`src/rtl/pr_queue_pkg.sv`:
```
package pr_queue_pkg;

    // Request fields
    localparam int OU_ID_W = 8;
    localparam int GRID_SLOT_W = 24;
    localparam int REQ_W = OU_ID_W + GRID_SLOT_W;

    // Instruction id handed back on writeback
    localparam int ISSUE_ID_W = 3;

    // Queue geometry, depth must stay a power of two
    localparam int QUEUE_DEPTH = 8;
    localparam int PTR_W = $clog2(QUEUE_DEPTH);
    localparam int COUNT_W = PTR_W + 1;

    // Read channel addresses
    localparam logic [1:0] STATUS_ADDR = 2'b00;
    localparam logic [1:0] PEEK_ADDR = 2'b01;
    localparam logic [1:0] POP_ADDR = 2'b10;

    // Read FSM encoding
    localparam logic [1:0] RD_IDLE = 2'd0;
    localparam logic [1:0] RD_CAPTURE = 2'd1;
    localparam logic [1:0] RD_DATA = 2'd2;

    // One 32-bit read word, seen either as a request or as status
    typedef union packed {
        struct packed {
            logic [OU_ID_W-1:0] ou_id;
            logic [GRID_SLOT_W-1:0] grid_slot;
        } req;
        struct packed {
            logic [REQ_W-COUNT_W-3:0] reserved;
            logic [COUNT_W-1:0] count;
            logic full;
            logic pending;
        } status;
    } pr_read_word_u;

endpackage

```
`src/rtl/pr_request_fifo.sv`:
```
`timescale 1ns/10ps

module pr_request_fifo
    import pr_queue_pkg::*;
(
    input  logic               clk,
    input  logic               rst,
    input  logic               push,
    input  logic [REQ_W-1:0]   push_data,
    input  logic               pop,
    output logic [REQ_W-1:0]   head,
    output logic [COUNT_W-1:0] count,
    output logic               full,
    output logic               empty
);

    logic [REQ_W-1:0] mem [QUEUE_DEPTH];
    logic [PTR_W-1:0] wr_ptr;
    logic [PTR_W-1:0] rd_ptr;
    logic [COUNT_W-1:0] occupancy;

    // Storage array is written only on push
    always_ff @(posedge clk) begin
        if (push) begin
            mem[wr_ptr] <= push_data;
        end
    end

    // Pointers wrap on their own since depth is a power of two
    always_ff @(posedge clk) begin
        if (!rst) begin
            wr_ptr <= '0;
            rd_ptr <= '0;
        end else begin
            if (push) begin
                wr_ptr <= wr_ptr + 1'b1;
            end
            if (pop) begin
                rd_ptr <= rd_ptr + 1'b1;
            end
        end
    end

    // Occupancy holds steady when push and pop land together
    always_ff @(posedge clk) begin
        if (!rst) begin
            occupancy <= '0;
        end else begin
            case ({push, pop})
                2'b10: occupancy <= occupancy + 1'b1;
                2'b01: occupancy <= occupancy - 1'b1;
                default: occupancy <= occupancy;
            endcase
        end
    end

    // Oldest entry is always visible at the head
    assign head = mem[rd_ptr];
    assign count = occupancy;
    assign full = (occupancy == COUNT_W'(QUEUE_DEPTH));
    assign empty = (occupancy == '0);

endmodule

```
`src/rtl/pr_issue_unit.sv`:
```
`timescale 1ns/10ps

module pr_issue_unit
    import pr_queue_pkg::*;
(
    input  logic                  clk,
    input  logic                  rst,
    input  logic                  issue_new_request,
    input  logic [ISSUE_ID_W-1:0] issue_id,
    input  logic                  fifo_full,
    input  logic                  wb_ack,
    output logic                  issue_ready,
    output logic                  wb_done,
    output logic [ISSUE_ID_W-1:0] wb_id,
    output logic                  fifo_push
);

    logic wait_ack;
    logic ready_en;

    // Accept only in a cycle where the queue is ready
    assign fifo_push = issue_new_request && issue_ready;

    // Held off for one cycle out of reset
    always_ff @(posedge clk) begin
        if (!rst) begin
            ready_en <= 1'b0;
        end else begin
            ready_en <= 1'b1;
        end
    end

    // Outstanding acknowledge, set wins over clear
    always_ff @(posedge clk) begin
        if (!rst) begin
            wait_ack <= 1'b0;
        end else if (fifo_push) begin
            wait_ack <= 1'b1;
        end else if (wb_ack) begin
            wait_ack <= 1'b0;
        end
    end

    // Id of the request waiting for writeback
    always_ff @(posedge clk) begin
        if (fifo_push) begin
            wb_id <= issue_id;
        end
    end

    // Done stays up for as long as the core has not acknowledged
    assign wb_done = wait_ack;
    assign issue_ready = ready_en && !wait_ack && !fifo_full;

endmodule

```
`src/rtl/pr_read_ctrl.sv`:
```
`timescale 1ns/10ps

module pr_read_ctrl
    import pr_queue_pkg::*;
(
    input  logic       clk,
    input  logic       rst,
    input  logic [1:0] s_axi_araddr,
    input  logic       s_axi_arvalid,
    output logic       s_axi_arready,
    output logic       s_axi_rvalid,
    input  logic       s_axi_rready,
    input  logic       fifo_empty,
    output logic       fifo_pop,
    output logic       capture,
    output logic [1:0] read_sel
);

    logic [1:0] state;
    logic       needs_entry;
    logic       accept;

    // Peek and pop need something in the queue, other reads never wait
    assign needs_entry = (s_axi_araddr == PEEK_ADDR) || (s_axi_araddr == POP_ADDR);
    assign accept = s_axi_arvalid && !(needs_entry && fifo_empty);

    always_ff @(posedge clk) begin
        if (!rst) begin
            state <= RD_IDLE;
        end else begin
            case (state)
                RD_IDLE: begin
                    if (accept) begin
                        state <= RD_CAPTURE;
                    end
                end
                RD_CAPTURE: begin
                    state <= RD_DATA;
                end
                RD_DATA: begin
                    // Hold the data beat until the host takes it
                    if (s_axi_rready) begin
                        state <= RD_IDLE;
                    end
                end
                default: begin
                    state <= RD_IDLE;
                end
            endcase
        end
    end

    // Address is latched on the sampling edge
    always_ff @(posedge clk) begin
        if (state == RD_IDLE && accept) begin
            read_sel <= s_axi_araddr;
        end
    end

    // Address handshake happens in the capture cycle
    assign s_axi_arready = (state == RD_CAPTURE);
    assign capture = (state == RD_CAPTURE);

    // Head leaves the queue on the same edge that captures it
    assign fifo_pop = capture && (read_sel == POP_ADDR);

    assign s_axi_rvalid = (state == RD_DATA);

endmodule

```
`src/rtl/pr_read_formatter.sv`:
```
`timescale 1ns/10ps

module pr_read_formatter
    import pr_queue_pkg::*;
(
    input  logic               clk,
    input  logic               rst,
    input  logic               capture,
    input  logic [1:0]         read_sel,
    input  logic [REQ_W-1:0]   head,
    input  logic [COUNT_W-1:0] count,
    input  logic               full,
    input  logic               empty,
    output logic [31:0]        s_axi_rdata
);

    pr_read_word_u word;

    // Pick the view that matches the latched address
    always_comb begin
        word = '0;
        case (read_sel)
            STATUS_ADDR: begin
                word.status.count = count;
                word.status.full = full;
                word.status.pending = !empty;
            end
            PEEK_ADDR, POP_ADDR: begin
                word.req.ou_id = head[REQ_W-1 -: OU_ID_W];
                word.req.grid_slot = head[GRID_SLOT_W-1:0];
            end
            default: begin
                word = '0;
            end
        endcase
    end

    // Data stays put until the next capture
    always_ff @(posedge clk) begin
        if (!rst) begin
            s_axi_rdata <= '0;
        end else if (capture) begin
            s_axi_rdata <= word;
        end
    end

endmodule

```
`src/rtl/pr_queue_top.sv`:
```
`timescale 1ns/10ps

module pr_queue_top
    import pr_queue_pkg::*;
(
    input  logic                   clk,
    input  logic                   rst,
    input  logic                   issue_new_request,
    input  logic [ISSUE_ID_W-1:0]  issue_id,
    input  logic [OU_ID_W-1:0]     req_ou_id,
    input  logic [GRID_SLOT_W-1:0] req_grid_slot,
    output logic                   issue_ready,
    output logic                   wb_done,
    output logic [ISSUE_ID_W-1:0]  wb_id,
    input  logic                   wb_ack,
    input  logic [1:0]             s_axi_araddr,
    input  logic                   s_axi_arvalid,
    output logic                   s_axi_arready,
    output logic [31:0]            s_axi_rdata,
    output logic                   s_axi_rvalid,
    input  logic                   s_axi_rready,
    output logic                   pr_request_pending
);

    logic               fifo_push;
    logic               fifo_pop;
    logic [REQ_W-1:0]   fifo_head;
    logic [COUNT_W-1:0] fifo_count;
    logic               fifo_full;
    logic               fifo_empty;
    logic               capture;
    logic [1:0]         read_sel;

    pr_issue_unit u_issue (
        .clk               (clk),
        .rst               (rst),
        .issue_new_request (issue_new_request),
        .issue_id          (issue_id),
        .fifo_full         (fifo_full),
        .wb_ack            (wb_ack),
        .issue_ready       (issue_ready),
        .wb_done           (wb_done),
        .wb_id             (wb_id),
        .fifo_push         (fifo_push)
    );

    // Request word is ou_id over grid_slot, same order as the read view
    pr_request_fifo u_fifo (
        .clk       (clk),
        .rst       (rst),
        .push      (fifo_push),
        .push_data ({req_ou_id, req_grid_slot}),
        .pop       (fifo_pop),
        .head      (fifo_head),
        .count     (fifo_count),
        .full      (fifo_full),
        .empty     (fifo_empty)
    );

    pr_read_ctrl u_read_ctrl (
        .clk           (clk),
        .rst           (rst),
        .s_axi_araddr  (s_axi_araddr),
        .s_axi_arvalid (s_axi_arvalid),
        .s_axi_arready (s_axi_arready),
        .s_axi_rvalid  (s_axi_rvalid),
        .s_axi_rready  (s_axi_rready),
        .fifo_empty    (fifo_empty),
        .fifo_pop      (fifo_pop),
        .capture       (capture),
        .read_sel      (read_sel)
    );

    pr_read_formatter u_formatter (
        .clk         (clk),
        .rst         (rst),
        .capture     (capture),
        .read_sel    (read_sel),
        .head        (fifo_head),
        .count       (fifo_count),
        .full        (fifo_full),
        .empty       (fifo_empty),
        .s_axi_rdata (s_axi_rdata)
    );

    // Pending goes to the management processor as an interrupt source
    assign pr_request_pending = !fifo_empty;

endmodule

```
`config.mk`:
```
export PLATFORM = sky130hd
export DESIGN_NAME = pr_queue_top
export DESIGN_NICKNAME = d
export VERILOG_FILES = /design/src/rtl/pr_queue_pkg.sv /design/src/rtl/pr_request_fifo.sv /design/src/rtl/pr_issue_unit.sv /design/src/rtl/pr_read_ctrl.sv /design/src/rtl/pr_read_formatter.sv /design/src/rtl/pr_queue_top.sv
export SDC_FILE = /design/constraint.sdc
export NUM_CORES = 1
export LEC_CHECK = 0
export ABC_CLOCK_PERIOD_IN_PS = 10110
export BUFFER_PORTS_ARGS = -buffer_cell sky130_fd_sc_hd__buf_2
export CAP_MARGIN = 25
export CORE_ASPECT_RATIO = 0.5
export CORE_UTILIZATION = 53
export DETAILED_ROUTE_END_ITERATION = 12
export PLACE_DENSITY = 0.73
export SKIP_LAST_GASP = 1
export SLEW_MARGIN = 20
export SYNTH_ARGS = -nofsm -noshare
export SYNTH_HDL_FRONTEND = slang
export SYNTH_SLANG_ARGS = --single-unit
```
`constraint.sdc`:
```
create_clock -name clk -period 10.11 [get_ports clk]
set_clock_uncertainty 0.1 [all_clocks]
set_input_delay 0.5055 -clock clk [delete_from_list [all_inputs] [get_ports clk]]
set_output_delay 0.5055 -clock clk [all_outputs]
set_load 0.03 [all_outputs]
```
## Yosys cells after proc, flatten, opt, wreduce, memory -nomap -nowiden

Memories as Yosys holds them, arrays and structs flattened. A register that Yosys moved wholly into a read port is not among the register bits.
Index checks and enable logic that the tools add are counted.

- Bits in registers: 51
- Memory bits (writable): 256
- Input port bits: 43
- Output and inout bits: 40
- Memories: 1

Memory list:

| memory | words | bits a word | read ports | clocked after memory_dff | wr ports | line | text |
|---|---|---|---|---|---|---|---|
| u_fifo.mem | 8 | 32 | 1 | 1 | 1 | pr_request_fifo.sv:17 | `logic [REQ_W-1:0] mem [QUEUE_DEPTH];` |

- Add/subtract/negate cells: 4
- Eq/ne operators: 11
- Multiplexer cells: 13
- Reductions and logical operators: 19

Operators with widths:

| kind | number |
|---|---|
| 26-bit two-way mux | 1 |
| 6-bit one-hot mux with 2 select lines | 1 |
| 2-bit by 1-bit equality test with 1-bit output, second input constant | 4 |
| 2-bit equality test, second input constant | 4 |
| 4-bit one-hot mux with 2 select lines | 1 |
| 1-bit logical AND | 7 |
| 3-bit by 1-bit adder with 3-bit output, second input constant | 2 |
| 3-bit two-way mux | 2 |
| 2-bit one-hot mux with 3 select lines | 1 |
| 1-bit two-way mux | 5 |
| 4-bit by 1-bit adder with 4-bit output, second input constant | 1 |
| 4-bit equality test, second input constant | 1 |
| 1-bit logical NOT | 4 |
| 2-bit logical NOT | 2 |
| 4-bit logical NOT | 1 |
| 2-bit two-way mux | 2 |
| 2-bit by 1-bit inequality test with 1-bit output, second input constant | 2 |
| 2-bit nonzero test | 2 |
| 4-bit by 1-bit subtractor with 4-bit output, second input constant | 1 |
| 2-bit AND reduction | 1 |
| 2-bit OR reduction | 1 |
| 1-bit logical OR | 1 |

## Longest topological paths before layout

Gate-level depths: netlist of the first run.

- Word-level depth: 7
- Mapped depth: 12
- Mapped depth without buffers: 11

## By module

From an unflattened synthesis of the first run, not the netlist that was laid out.

- Cells, all modules: 610
- Area, all modules: 12289.3 µm²

By module, submodules not included:

| module | instances | cells an instance | area an instance (µm²) | sequential area each (µm²) |
|---|---|---|---|---|
| pr_request_fifo | 1 | 441 | 10423.7 | 7947.6 |
| pr_read_formatter | 1 | 144 | 1505.2 | 640.6 |
| pr_read_ctrl | 1 | 15 | 192.7 | 100.1 |
| pr_issue_unit | 1 | 9 | 163.9 | 130.1 |
| pr_queue_top | 1 | 1 | 3.8 | 0.0 |

## Worst setup path before layout of the first run

Ideal clock, no wire load.

- Path kind: register to register
- Start point: reg u_fifo.occupancy[2], in the netlist u_fifo.count[2]
- End point: mem u_fifo.mem[4][0] in the netlist's numbering, enable pin
- Arrival: 4.350 ns
- Required time: 9.497 ns
- Path slack: 5.146 ns
- Cell stages (with the launch flop): 6
- Path buffers: 1
- Cell sequence: dfxtp_1 -> clkbuf_1 -> or4b_1 -> and2_4 -> nand2_8 -> nor4b_1

- Cells in the longest elaborated chain, start to end: 6

Ends and longest elaborated chain:

| element | line | text |
|---|---|---|
| from (decl) | pr_request_fifo.sv:20 | `logic [COUNT_W-1:0] occupancy;` |
| from (signal assigned) | pr_request_fifo.sv:50 | `2'b10: occupancy <= occupancy + 1'b1;` |
| from (signal assigned) | pr_request_fifo.sv:51 | `2'b01: occupancy <= occupancy - 1'b1;` |
| from (signal assigned) | pr_request_fifo.sv:52 | `default: occupancy <= occupancy;` |
| 4-bit equality test | pr_request_fifo.sv:60 | `assign full = (occupancy == COUNT_W'(QUEUE_DEPTH));` |
| 1-bit logical NOT | pr_issue_unit.sv:53 | `assign issue_ready = ready_en && !wait_ack && !fifo_full;` |
| 1-bit logical AND | pr_issue_unit.sv:53 |  |
| named net issue_ready | pr_queue_top.sv:12 | `output logic issue_ready,` |
| 1-bit logical AND | pr_issue_unit.sv:22 | `assign fifo_push = issue_new_request && issue_ready;` |
| 1-bit two-way mux | pr_request_fifo.sv:24 | `if (push) begin` |
| 1-bit two-way mux (not written as such) | pr_request_fifo.sv:25 | `mem[wr_ptr] <= push_data;` |
| to (decl) | pr_request_fifo.sv:17 |  |

The timed path passes the listed nets, and every way through them passes these cells.

## Worst setup path in the final report of the first run

- Start point: reg u_read_ctrl.state[1]
- End point: reg u_fifo.occupancy[2], in the netlist u_fifo.count[2]

- Cells in the longest elaborated chain, start to end: 4
- Elaborated cells between the ends (all ways): 6
- Those cells by class: 3 x eq/ne; 1 x mux; 2 x reduce/logical

Ends and longest elaborated chain:

| element | line | text |
|---|---|---|
| from (decl) | pr_read_ctrl.sv:19 | `logic [1:0] state;` |
| from (signal assigned) | pr_read_ctrl.sv:29 | `state <= RD_IDLE;` |
| from (signal assigned) | pr_read_ctrl.sv:34 | `state <= RD_CAPTURE;` |
| from (signal assigned) | pr_read_ctrl.sv:38 | `state <= RD_DATA;` |
| 2-bit by 1-bit equality test with 1-bit output * | pr_read_ctrl.sv:62 | `assign capture = (state == RD_CAPTURE);` |
| 1-bit logical AND * | pr_read_ctrl.sv:65 | `assign fifo_pop = capture && (read_sel == POP_ADDR);` |
| named net fifo_pop | pr_queue_top.sv:26 | `logic fifo_pop;` |
| 2-bit by 1-bit equality test with 1-bit output / 2-bit equality test (equally long branches) | pr_request_fifo.sv:49 | `case ({push, pop})` |
| 4-bit one-hot mux with 2 select lines / 2-bit nonzero test (equally long branches) | -- |  |

Mark *: on every way through the listed nets, which the timed path passes. The rest lies on a longest branch.
A chain may end at the register's enable or synchronous reset.

==> results.md, run 1 <==
Power:
- The share of total power dissipated in the clock network is 40.6%.
- The design draws 0.002553 W.
- The peak ir drop on the vdd network is 0.1234 mV.
- The switching component of the power is 0.0005312 W.
- The proportion of power drawn by combinational gates is 4.0%.
- The internal power consumption is 0.002022 W.
- The power per cell area is 193.0 nW/um^2.
- Of the total power, the share spent switching nets is 20.81%.
- The analysis attributes to cell leakage a power of 4.485 nW.
- Sequential cells burn 55.4% of the power.

Synth:
- The instance count of the mapped netlist is 590.
- Among all flip-flop cells after synthesis, the most frequent one is sky130_fd_sc_hd__edfxtp_1.
- The flip-flop and latch count after synthesis is 310.
- The number of nets handed over by synthesis was 641.
- The largest total area in the synthesized netlist belongs to sky130_fd_sc_hd__edfxtp_1.
- The cell area after synthesis is 11530 sq um.
- The number of different library cells used by synthesis comes to 45.
- After synthesis, the share of flip-flops with an asynchronous set or reset is 0%.
- After synthesis, the mean cell area works out to 19.55 sq um.
- The portion of the post-synthesis area used by sequential elements is 76.47%.
- In the post-synthesis netlist, the cell with the most instances is sky130_fd_sc_hd__edfxtp_1.
- In the synthesized netlist, the cells that appear most often are sky130_fd_sc_hd__edfxtp_1 (261), sky130_fd_sc_hd__mux4_2 (64), sky130_fd_sc_hd__nand2_1 (62).
- The count of flip-flops with a built-in enable after synthesis is 261.
- The number of warning messages in the yosys log is 0.
- In this run the biggest area consumer among cell types represents 67.96% of the synthesized area.
- Yosys attributes the largest share of cell area to sky130_fd_sc_hd__edfxtp_1 (68%), sky130_fd_sc_hd__mux4_2 (12%), sky130_fd_sc_hd__dfxtp_1 (8.5%).

Global routing:
- The initial antenna violation count is 3.
- The via count of the first global-routing pass is 5715.
- For this run the aggregate overflow at the end of global routing stands at 0.
- The first global-routing pass estimated 33110 um of wire.
- The pin count of the biggest net entering global routing is 59.
- The total global-route track usage is 19.87%.

Worst setup path:
- The kind of cell adding the most delay to the critical path is simple AND/OR/NAND/NOR gates.
- The arrival time of data at the critical path endpoint is 3.05 ns.
- In this run the worst path has a maximum fanout of 8.
- Traced cell by cell, the critical path runs through nand2b_1 > clkinv_1 > nand2_1 > inv_1 > ha_1 > xor2_1 > ha_1 > a21oi_1 > xor2_1 > or3_1 > a21oi_1.
- The category of the worst setup path capture point is a flip-flop.
- The worst stage delay on the critical path is 0.39 ns.
- For this design, the slowest cell found on the critical path is sky130_fd_sc_hd__dfxtp_1.
- The worst setup path is of the reg -> reg kind.
- STA puts the critical path data required time at 10.47 ns.
- The kind of launch point of the worst setup path is a flip-flop.
- The number of buffers and inverters on the critical path is 2.

Clock tree:
- The clock latency on the worst-skew pair is 0.55 ns.
- Counting every sink on the clock net gives 310.
- The number of instances resized during post-cts repair is 0.
- The number of CTS-inserted buffers is 27.
- Clock-pin slew was measured on the worst setup and hold paths at 0.07 ns.
- For this design, the CTS-stage hold fixing added 0 buffers.
- Once the clock tree was built, the setup fixing pass inserted 0 buffers.
- The clock tree from TritonCTS is yes.
- The maximum level of the CTS H-tree is 1.
- The buffer depth of the longest clock path is 3.
- The cell at the root of the clock tree is sky130_fd_sc_hd__clkbuf_16.

STA:
- The minimum period implied by the final worst setup slack is 2.696 ns.
- The final hold violation count is 0.
- Setup repair after global routing left no endpoint under its margin.
- The total negative slack for setup checks is 0 ns.
- Timing would allow up to 370.9 MHz.
- The max-slew headroom at the worst pin is 34.28%.
- The number of failing setup endpoints in the final timing report is 0.
- Dividing the final minimum period by the clock period gives 26.67%.
- The number of pins exceeding their max-slew limit in the final report came to 0.
- At the pin with the least slew margin, the transition time is 0.9835 ns.

Placed design:
- In this run, placement finished with an instance count of 947.
- Port buffering added 82 buffers.
- Once placement finished, the instance area stood at 12330 sq um.
- Routability-driven placement finished with a final weighted congestion of 0.7767.
- Once detailed placement completed, the half-perimeter wirelength came to 11500 um.

Floorplanning:
- The initial core utilization is 55.11%.
- The floorplan has 37 rows.
- The die area is 22390 sq um.
- The die is 106.3 um tall.
- The number of ports placed on the die boundary is 83.
- From left edge to right edge, the die measures 210.6 um.
- In this run the standard cell core region covers 20930 sq um.

Detailed routing:
- In the routed design, unresolved DRC markers number 0.
- The average vias per placed instance is 5.694.
- The routed layout has 5677 vias.
- The post-detailed-routing wire length is 21400 um.
- Before antenna repair, the detailed router went through 5 iterations.
- The violation count after the first detailed-routing iteration is 393.
- The average wire per cell in the routed design is 21.46 um.
- The final antenna-violating net count is 0.

Flow run:
- The number of maximum-capacitance constraint violations is 0.

Run status:
- The flow ran to the end, and the final reports show no timing, DRC or antenna violations.

Final layout:
- The number of nets in the layout is 735.
- The number of cells in the finished layout apart from fillers is 997.
- The area added between synthesis and finish is 14.69%.
- The post-route netlist has 30.82% of its cells at a drive strength greater than 1.
- The design area is 13230 sq um.

Worst hold path:
- The type of the most critical hold path is in -> reg.
-- worst reg2reg max path, cell delays in order (launching register included) --
cell	delay (ns)
sky130_fd_sc_hd__dfxtp_1	0.39
sky130_fd_sc_hd__nand2b_1	0.31
sky130_fd_sc_hd__clkinv_1	0.27
sky130_fd_sc_hd__nand2_1	0.19
sky130_fd_sc_hd__inv_1	0.08
sky130_fd_sc_hd__ha_1	0.25
sky130_fd_sc_hd__xor2_1	0.17
sky130_fd_sc_hd__ha_1	0.19
sky130_fd_sc_hd__a21oi_1	0.14
sky130_fd_sc_hd__xor2_1	0.09
sky130_fd_sc_hd__or3_1	0.30
sky130_fd_sc_hd__a21oi_1	0.13
-- flip-flops by register name, indices dropped and copies added, names as in the netlist, named ones only --
register                 cells
u_fifo.wr_ptr                3
u_fifo.rd_ptr                3
u_fifo.count                 4
u_issue.wb_id                3
u_read_ctrl.read_sel         2
u_issue.wb_done              1
u_read_ctrl.state            2
u_fifo.mem                 256
u_issue.ready_en             1
u_formatter.s_axi_rdata     32
-- stage by stage --
stage / hold slack [ns] / utilization [%] / worst slack [ns]
2_1_floorplan: 0.3541 / - / 5.146
3_3_place_gp: 0.3197 / 58.78 / 7.470
3_5_place_dp: 0.3237 / 58.91 / 7.440
4_1_cts: 0.02949 / 63.20 / 7.424
5_1_grt: 0.02777 / 63.20 / 7.200
6_report: 0.04758 / 63.21 / 7.414
-- layout make-up --
cell class,count,area [sq um]
inverters,8,35.03
repair buffers,92,505.5
multi-input cells,245,2595
fillers,1438,7699
diodes,1,2.502
clock buffers,30,696.9
well taps,292,365.4
flip-flops and latches,310,8826
clock inverters,19,200.2
-- worst paths after layout --
kind	startpoint	end	slack [ns]	cells past startpoint
setup / recovery	u_read_ctrl.state[1]$_SDFFE_PN0P_	u_fifo.count[2]$_SDFFE_PN0P_	7.41	11
hold / removal	issue_id[2]	u_issue.wb_id[2]$_DFFE_PP_	0.05	1
setup reg to reg	u_read_ctrl.state[1]$_SDFFE_PN0P_	u_fifo.count[2]$_SDFFE_PN0P_	7.41	11
hold reg to reg	u_formatter.s_axi_rdata[12]$_SDFFE_PN0N_	u_formatter.s_axi_rdata[12]$_SDFFE_PN0N_	0.33	2
-- power by group through the flow --
stage	Sequential, W	Clock (W)	Combinational (W)
after floorplan	0.00145	0	0.0000556
after global placement	0.00144	0	0.000100
after detailed placement	0.00144	0	0.000103
after CTS	0.00141	0.00106	0.000103
after global routing	0.00142	0.00110	0.000111
final	0.00141	0.00104	0.000102
-- metal layers --
layer  GRT usage, %  up-vias  share of wire (%)
met5              0        -               0.14
met1          28.79     2940                 46
met2          31.85      153                 47
met3          4.225       30                5.9
li1               -     2550                  -
met4          3.571        4                1.2
-- layout by cell type (no fill, tap or decap), types with 5 or more instances in the layout --
| master | netlist | layout |
|---|---|---|
| sky130_fd_sc_hd__xor2_1 | 5 | 5 |
| sky130_fd_sc_hd__clkinv_1 | 2 | 6 |
| sky130_fd_sc_hd__clkinv_2 | 0 | 6 |
| sky130_fd_sc_hd__edfxtp_1 | 261 | 261 |
| sky130_fd_sc_hd__buf_2 | 9 | 82 |
| sky130_fd_sc_hd__nand2_1 | 62 | 62 |
| sky130_fd_sc_hd__inv_1 | 5 | 5 |
| sky130_fd_sc_hd__clkbuf_16 | 0 | 27 |
| sky130_fd_sc_hd__a22oi_1 | 30 | 30 |
| sky130_fd_sc_hd__buf_4 | 4 | 9 |
| sky130_fd_sc_hd__dfxtp_1 | 49 | 47 |
| sky130_fd_sc_hd__nor2_1 | 17 | 14 |
| sky130_fd_sc_hd__a21oi_1 | 7 | 7 |
| sky130_fd_sc_hd__ha_1 | 8 | 8 |
| sky130_fd_sc_hd__nand2b_1 | 5 | 5 |
| sky130_fd_sc_hd__mux4_2 | 64 | 64 |
-- cells by family (layout without fill, tap and decap cells) --
kind of cell | Yosys count | count (layout) | share of synthesized area (%)
flops | 310 | 310 | 76.47
simple gates | 112 | 112 | 4.600
mux | 68 | 68 | 12.85
compound gates | 50 | 50 | 3.136
buf+inv | 35 | 149 | 1.551
fa+ha+maj | 8 | 8 | 0.8680
xor+xnor | 7 | 7 | 0.5316
other cells | 0 | 1 | 0
(Power assumes the default switching activity.)
==> run 2, diff against run 1 <==
- ABC_CLOCK_PERIOD_IN_PS: 10110 -> 2600
- clock period: 10.11 -> 2.6 ns (I/O delays scaled with it)
==> results.md, run 2 (synthesis results as in run 1) <==
Placed design:
- The number of input and output port buffers inserted is 82 (unchanged).
- The worst setup slack after placement is 0.1552 ns (was 7.440 ns).
- The cell count after placement is 966 (was 947).
- The weighted congestion reported at the end of routability-driven placement is 0.7946 (was 0.7767).
- The placed wire-length estimate after detailed placement is 12590 um (was 11500 um).

Global routing:
- The global-route wire length before repair came to 34380 um (was 33110 um).
- The total global routing overflow is 0 (unchanged).
- The total global-route track usage was 20.74% (was 19.87%).
- The initial antenna violation count is 1 (was 3).
- The pin count of the biggest net entering global routing was 33 (was 59).
- The via count of the first global-routing pass is 6004 (was 5715).

Worst setup path:
- The kind of launch point of the worst setup path is a flip-flop (unchanged).
- The path depth of the worst reg2reg path is 10 (was 11).
- The worst-path maximum fanout is 4 (was 8).
- The first element of the critical path is u_fifo.count[0]$_SDFFE_PN0P_ (was u_read_ctrl.state[1]$_SDFFE_PN0P_).
- The start of the worst register-to-register path is u_fifo.count[0]$_SDFFE_PN0P_ (was u_read_ctrl.state[1]$_SDFFE_PN0P_).
- The critical path class is reg -> reg (unchanged).
- The required time of the worst setup path was 2.97 ns (was 10.47 ns).
- The register-to-register setup slack is 0.24 ns (was 7.41 ns).
- The category of the worst setup path capture point is a flip-flop (unchanged).
- The arrival time of data at the critical path endpoint is 2.74 ns (was 3.05 ns).

STA:
- The max-slew headroom at the worst pin came to 53.01% (was 34.28%).
- The achievable clock frequency is 423.2 MHz (was 370.9 MHz).
- The post-route worst setup slack is 0.2368 ns (was 7.414 ns).
- The post-route fraction of the period consumed by the critical path was 90.89% (was 26.67%).
- The number of pins exceeding their max-slew limit in the final report is 0 (unchanged).
- The final hold violation count is 0 (unchanged).
- The total negative slack for setup checks is 0 ns (unchanged).
- The number of failing setup endpoints in the final timing report is 0 (unchanged).
- The minimum period implied by the final worst setup slack is 2.363 ns (was 2.696 ns).
- Setup repair after global routing missed its margin: no (unchanged).
- The transition at the pin with the smallest max-transition slack is 0.6953 ns (was 0.9835 ns).

Clock tree:
- The number of CTS-inserted buffers is 27 (unchanged).
- The total number of clock tree sinks is 310 (unchanged).
- The buffer depth of the longest clock path is 3 (unchanged).
- The clock tree from TritonCTS is yes (unchanged).
- The cell at the root of the clock tree is sky130_fd_sc_hd__clkbuf_16 (unchanged).
- The maximum level of the CTS H-tree was 1 (unchanged).
- The clock latency on the worst-skew pair is 0.54 ns (was 0.55 ns).
- The clock slew seen by the registers of the worst setup and hold paths is 0.06 ns (was 0.07 ns).

Power:
- The post-route total power came to 0.009927 W (was 0.002553 W).
- The power per cell area came to 710.9 nW/um^2 (was 193.0 nW/um^2).
- The peak ir drop on the vdd network is 0.3747 mV (was 0.1234 mV).
- The total leakage power is 4.775 nW (was 4.485 nW).

Floorplanning:
- The floorplan die width is 210.6 um (unchanged).
- The row count is 37 (unchanged).
- The core area is 20930 sq um (unchanged).
- The number of ports placed on the die boundary is 83 (unchanged).
- The chip height is 106.3 um (unchanged).
- The initial core utilization is 55.11% (unchanged).
- The die area was 22390 sq um (unchanged).

Detailed routing:
- The final antenna-violating net count is 0 (unchanged).
- The violation count after the first detailed-routing iteration is 508 (was 393).
- The post-detailed-routing wire length came to 22620 um (was 21400 um).
- The number of iterations in the first detailed-routing pass is 5 (unchanged).
- The number of vias after detailed routing is 5979 (was 5677).
- The average vias per placed instance is 5.630 (was 5.694).
- The final routed DRC violation total was 0 (unchanged).
- The average wire per cell in the routed design was 21.30 um (was 21.46 um).

Final layout:
- The number of cells in the finished layout apart from fillers is 1062 (was 997).
- The number of fill cells is 1376 (was 1438).
- The number of nets in the layout is 799 (was 735).
- The area added between synthesis and finish is 21.09% (was 14.69%).
- The register area is 8825 sq um (was 8826 sq um).
- The flip-flop count of the largest register after layout is 256 (unchanged).
- The total area of multi-input combinational cells is 2636 sq um (was 2595 sq um).
- Top library cells by usage in the layout, fill and taps aside: sky130_fd_sc_hd__edfxtp_1 (261), sky130_fd_sc_hd__buf_2 (82), sky130_fd_sc_hd__mux4_2 (64) (unchanged).
- The top register by number of flip-flops is u_fifo.mem (unchanged).
- The commonest non-fill, non-tap cell in the layout is sky130_fd_sc_hd__edfxtp_1 (unchanged).
- The fraction of layout cells with a size suffix above 1 is 30.82% (about the same).

Worst hold path:
- The type of the most critical hold path was in -> reg (unchanged).
- The startpoint of the most critical hold path is issue_new_request (was issue_id[2]).
- The number of stages on the worst hold path is 5 (was 1).

Flow run:
- The number of maximum-capacitance constraint violations is 0 (unchanged).

Run status:
- Run status: complete, no violations (unchanged).
==> run 2: worst paths after layout <==
check / to
max reg2reg: u_fifo.count[2]$_SDFFE_PN0P_
min reg2reg: u_formatter.s_axi_rdata[18]$_SDFFE_PN0N_
min: u_issue.wb_id[0]$_DFFE_PP_
max: u_fifo.count[2]$_SDFFE_PN0P_
==> run 2: worst max-delay path, stage by stage (launching register included) <==
cell and delay [ns]:
sky130_fd_sc_hd__dfxtp_1 0.30, sky130_fd_sc_hd__or4b_1 0.51, sky130_fd_sc_hd__and2_4 0.20, sky130_fd_sc_hd__nand2_8 0.06
sky130_fd_sc_hd__ha_2 0.18, sky130_fd_sc_hd__xor2_1 0.15, sky130_fd_sc_hd__ha_1 0.16, sky130_fd_sc_hd__a21oi_1 0.04
sky130_fd_sc_hd__xor2_1 0.15, sky130_fd_sc_hd__or3_1 0.31, sky130_fd_sc_hd__a21oi_1 0.14
==> run 2: layout make-up <==
| type | instances | share of cell area [%] |
|---|---|---|
| sequential | 310 | 63.19 |
| multi-input combinational | 245 | 18.88 |
| timing repair buffer | 156 | 8.834 |
| clock buffer | 40 | 5.403 |
| tap | 292 | 2.616 |
| clock inverter | 10 | 0.8064 |
| inverter | 8 | 0.2509 |
| antenna | 1 | 0.01792 |
==> run 2: what timing repair did <==
action                                  in CTS  in global routing
endpoints found under the setup margin       0                  1
hold endpoints to repair                   269                  0
buffers inserted                             0                  3
resized for setup                            0                  2
hold buffers                                42                  0
==> run 2: stage by stage <==
stage | util [%] | area [sq um] | hold slack [ns]
final | 66.74 | 13960 | 0.2083
after global routing | 66.74 | 13960 | 0.1933
after CTS | 66.60 | 13940 | 0.05779
after detailed placement | 60.45 | 12650 | 0.2151
after global placement | 60.35 | 12630 | 0.2134
after floorplan | - | 11600 | 0.05772
==> run 2: report_power, final <==
part	switching [W]	total, W	internal (W)
combinational	0.000287	0.000503	0.000216
sequential	0.0000318	0.00549	0.00546
clock	0.00172	0.00394	0.00222
total	0.00204	0.00993	0.00789
==> run 2: per-layer routing <==
layer  vias up  GRT usage [%]  part of all wire [%]
met5         -              0                     0
met3        36          3.988                   5.2
met2       174          33.10                    48
met1      3086          29.79                    45
met4         0          5.331                   1.9
li1       2683              -                     -
==> run 3, diff against run 2 <==
- ABC_CLOCK_PERIOD_IN_PS: 2600 -> 2160
- PLACE_DENSITY: 0.73 -> 0.76
- clock period: 2.6 -> 2.16 ns (I/O delays scaled with it)
==> results.md, run 3 (synthesis results as in run 1) <==
Detailed routing:
- The number of iterations in the first detailed-routing pass is 7 (was 5).
- The average vias per placed instance was 5.719 (was 5.630).
- The average wire per cell in the routed design was 22.34 um (was 21.30 um).
- The post-detailed-routing wire length is 23880 um (was 22620 um).
- The final routed DRC violation total is 0 (unchanged).
- The violation count after the first detailed-routing iteration is 539 (was 508).
- The final antenna-violating net count came to 0 (unchanged).
- The number of vias after detailed routing is 6114 (was 5979).

Placed design:
- The weighted congestion reported at the end of routability-driven placement is 0.7782 (was 0.7946).
- The number of input and output port buffers inserted is 82 (unchanged).
- The cell area reported after detailed placement is 12750 sq um (was 12650 sq um).
- The worst setup slack after placement is -0.1925 ns (was 0.1552 ns).
- The placed wire-length estimate after detailed placement came to 12350 um (was 12590 um).

Final layout:
- The number of fill cells is 1343 (was 1376).
- The number of nets in the layout came to 806 (was 799).
- The commonest non-fill, non-tap cell in the layout was sky130_fd_sc_hd__edfxtp_1 (unchanged).
- The area added between synthesis and finish came to 23.37% (was 21.09%).
- The design area was 14230 sq um (was 13960 sq um).
- The fraction of layout cells with a size suffix above 1 was 32.99% (was 30.82%).
- The top register by number of flip-flops is u_fifo.mem (unchanged).
- The flip-flop count of the largest register after layout was 256 (unchanged).
- Top library cells by usage in the layout, fill and taps aside: sky130_fd_sc_hd__edfxtp_1 (261), sky130_fd_sc_hd__buf_2 (82), sky130_fd_sc_hd__mux4_2 (64) (unchanged).

Clock tree:
- The clock tree from TritonCTS is yes (unchanged).
- The total number of clock tree sinks is 310 (unchanged).
- The cell at the root of the clock tree is sky130_fd_sc_hd__clkbuf_16 (unchanged).
- The clock latency on the worst-skew pair is 0.55 ns (was 0.54 ns).
- The maximum level of the CTS H-tree was 1 (unchanged).
- The clock slew seen by the registers of the worst setup and hold paths is 0.07 ns (was 0.06 ns).
- The buffer depth of the longest clock path was 3 (unchanged).
- The number of CTS-inserted buffers is 27 (unchanged).

Global routing:
- The total global routing overflow is 0 (unchanged).
- The pin count of the biggest net entering global routing is 37 (was 33).
- The initial antenna violation count is 1 (unchanged).
- The met3 track utilization from global routing is 3.545% (was 3.988%).
- The total global-route track usage is 21.72% (was 20.74%).
- The via count of the first global-routing pass came to 6239 (was 6004).
- The global-route wire length before repair was 36380 um (was 34380 um).
- The met1 usage is 31.75% (was 29.79%).
- The layer with the highest usage after global routing is met2 (unchanged).
- The global routing usage on met2 is 35.34% (was 33.10%).

STA:
- The number of failing setup endpoints in the final timing report is 2 (was 0).
- The number of pins exceeding their max-slew limit in the final report is 0 (unchanged).
- The final hold violation count is 0 (unchanged).
- The post-route fraction of the period consumed by the critical path came to 108.9% (was 90.89%).
- The transition at the pin with the smallest max-transition slack is 0.6176 ns (was 0.6953 ns).
- The max-slew headroom at the worst pin is 58.25% (was 53.01%).
- The post-route worst setup slack came to -0.1912 ns (was 0.2368 ns).
- The minimum period implied by the final worst setup slack is 2.351 ns (was 2.363 ns).
- Setup repair after global routing missed its margin: yes (was no).
- The achievable clock frequency is 425.3 MHz (was 423.2 MHz).
- The total negative slack for setup checks is -0.3419 ns (was 0 ns).

Worst setup path:
- The arrival time of data at the critical path endpoint is 2.72 ns (was 2.74 ns).
- The category of the worst setup path capture point was a flip-flop (unchanged).
- The kind of launch point of the worst setup path is a flip-flop (unchanged).
- The worst-path maximum fanout was 2 (was 4).
- The critical path class is reg -> reg (unchanged).
- The required time of the worst setup path is 2.53 ns (was 2.97 ns).

Floorplanning:
- The initial core utilization came to 55.11% (unchanged).
- The row count came to 37 (unchanged).
- The floorplan die width is 210.6 um (unchanged).
- The core area is 20930 sq um (unchanged).
- The chip height came to 106.3 um (unchanged).
- The number of ports placed on the die boundary was 83 (unchanged).
- The die area came to 22390 sq um (unchanged).

Worst hold path:
- The type of the most critical hold path is in -> reg (unchanged).

Power:
- The power per cell area is 890.9 nW/um^2 (was 710.9 nW/um^2).
- The post-route total power was 0.01267 W (was 0.009927 W).
- The total leakage power was 4.926 nW (was 4.775 nW).
- The peak ir drop on the vdd network is 0.5443 mV (was 0.3747 mV).

Run status:
- The final reports fail on setup timing.
- Run status: finished with violations (was complete, no violations).

Flow run:
- The number of maximum-capacitance constraint violations is 0 (unchanged).
run 3: cell count changes in the layout (fill, tap and decap cells not counted), sizes merged:
cell,change
bufinv,+5
clkinvlp,-1
clkinv,+3
clkbuf,-7
buf,+7
run 3: routing by layer:
metal | vias to the layer above | part of all wire [%] | wire length, um
li1 | 2693 | - | -
met3 | 23 | 6.0 | 1428
met1 | 3169 | 44 | 10620
met2 | 229 | 48 | 11550
met5 | - | 0 | 0
met4 | 0 | 1.2 | 281
run 3: power by group:
part | leakage [nW] | internal, W | switching [W]
combinational | 1.66 | 0.000272 | 0.000355
sequential | 2.76 | 0.00657 | 0.0000425
clock | 0.509 | 0.00331 | 0.00213
run 3: path summary, 6_finish.rpt:
| kind | endpoint | slack [ns] | start | cells after the start |
|---|---|---|---|---|
| worst min register to register | u_formatter.s_axi_rdata[12]$_SDFFE_PN0N_ | 0.34 | u_formatter.s_axi_rdata[12]$_SDFFE_PN0N_ | 2 |
| worst max-delay path | u_fifo.count[2]$_SDFFE_PN0P_ | -0.19 | u_fifo.count[2]$_SDFFE_PN0P_ | 10 |
| worst min-delay path | u_issue.wb_id[1]$_DFFE_PP_ | 0.17 | issue_new_request | 5 |
| worst max register to register | u_fifo.count[2]$_SDFFE_PN0P_ | -0.19 | u_fifo.count[2]$_SDFFE_PN0P_ | 10 |
run 3: area by class of cell:
| class | instances | area [sq um] | share of cell area (%) |
|---|---|---|---|
| antenna | 1 | 2.502 | 0.01759 |
| clock buffer | 33 | 748.2 | 5.259 |
| clock inverter | 17 | 272.8 | 1.917 |
| inverter | 8 | 36.28 | 0.2550 |
| multi-input combinational | 245 | 2661 | 18.71 |
| sequential | 310 | 8826 | 62.03 |
| tap | 292 | 365.4 | 2.568 |
| timing repair buffer | 163 | 1315 | 9.243 |
run 3: per-stage QoR:
step | util (%) | instances | hold WS, ns
CTS | 67.85 | 1066 | 0.1513
global route | 67.98 | 1068 | 0.1766
global placement | 60.93 | 974 | 0.1865
detailed placement | 60.93 | 974 | 0.1861
floorplan | - | 590 | 0.03572
finish | 67.99 | 1069 | 0.1727
run 3: what timing repair did:
action                     in CTS  in global routing
setup endpoints to repair      28                 30
pin swaps                       3                  1
hold buffers                   42                  0
gates resized for setup         2                  0
hold endpoints to repair      270                  0
buffers inserted                0                  2
run 3: worst max-delay path, stage by stage, from the launching register on:
cell and delay (ns):
sky130_fd_sc_hd__dfxtp_1 0.31, sky130_fd_sc_hd__or4b_1 0.53, sky130_fd_sc_hd__and2_4 0.18, sky130_fd_sc_hd__nand2_8 0.07, sky130_fd_sc_hd__ha_4 0.12, sky130_fd_sc_hd__xor2_1 0.16, sky130_fd_sc_hd__ha_2 0.19, sky130_fd_sc_hd__a21oi_1 0.05
sky130_fd_sc_hd__xor2_1 0.16, sky130_fd_sc_hd__or3_1 0.31, sky130_fd_sc_hd__a21oi_1 0.12
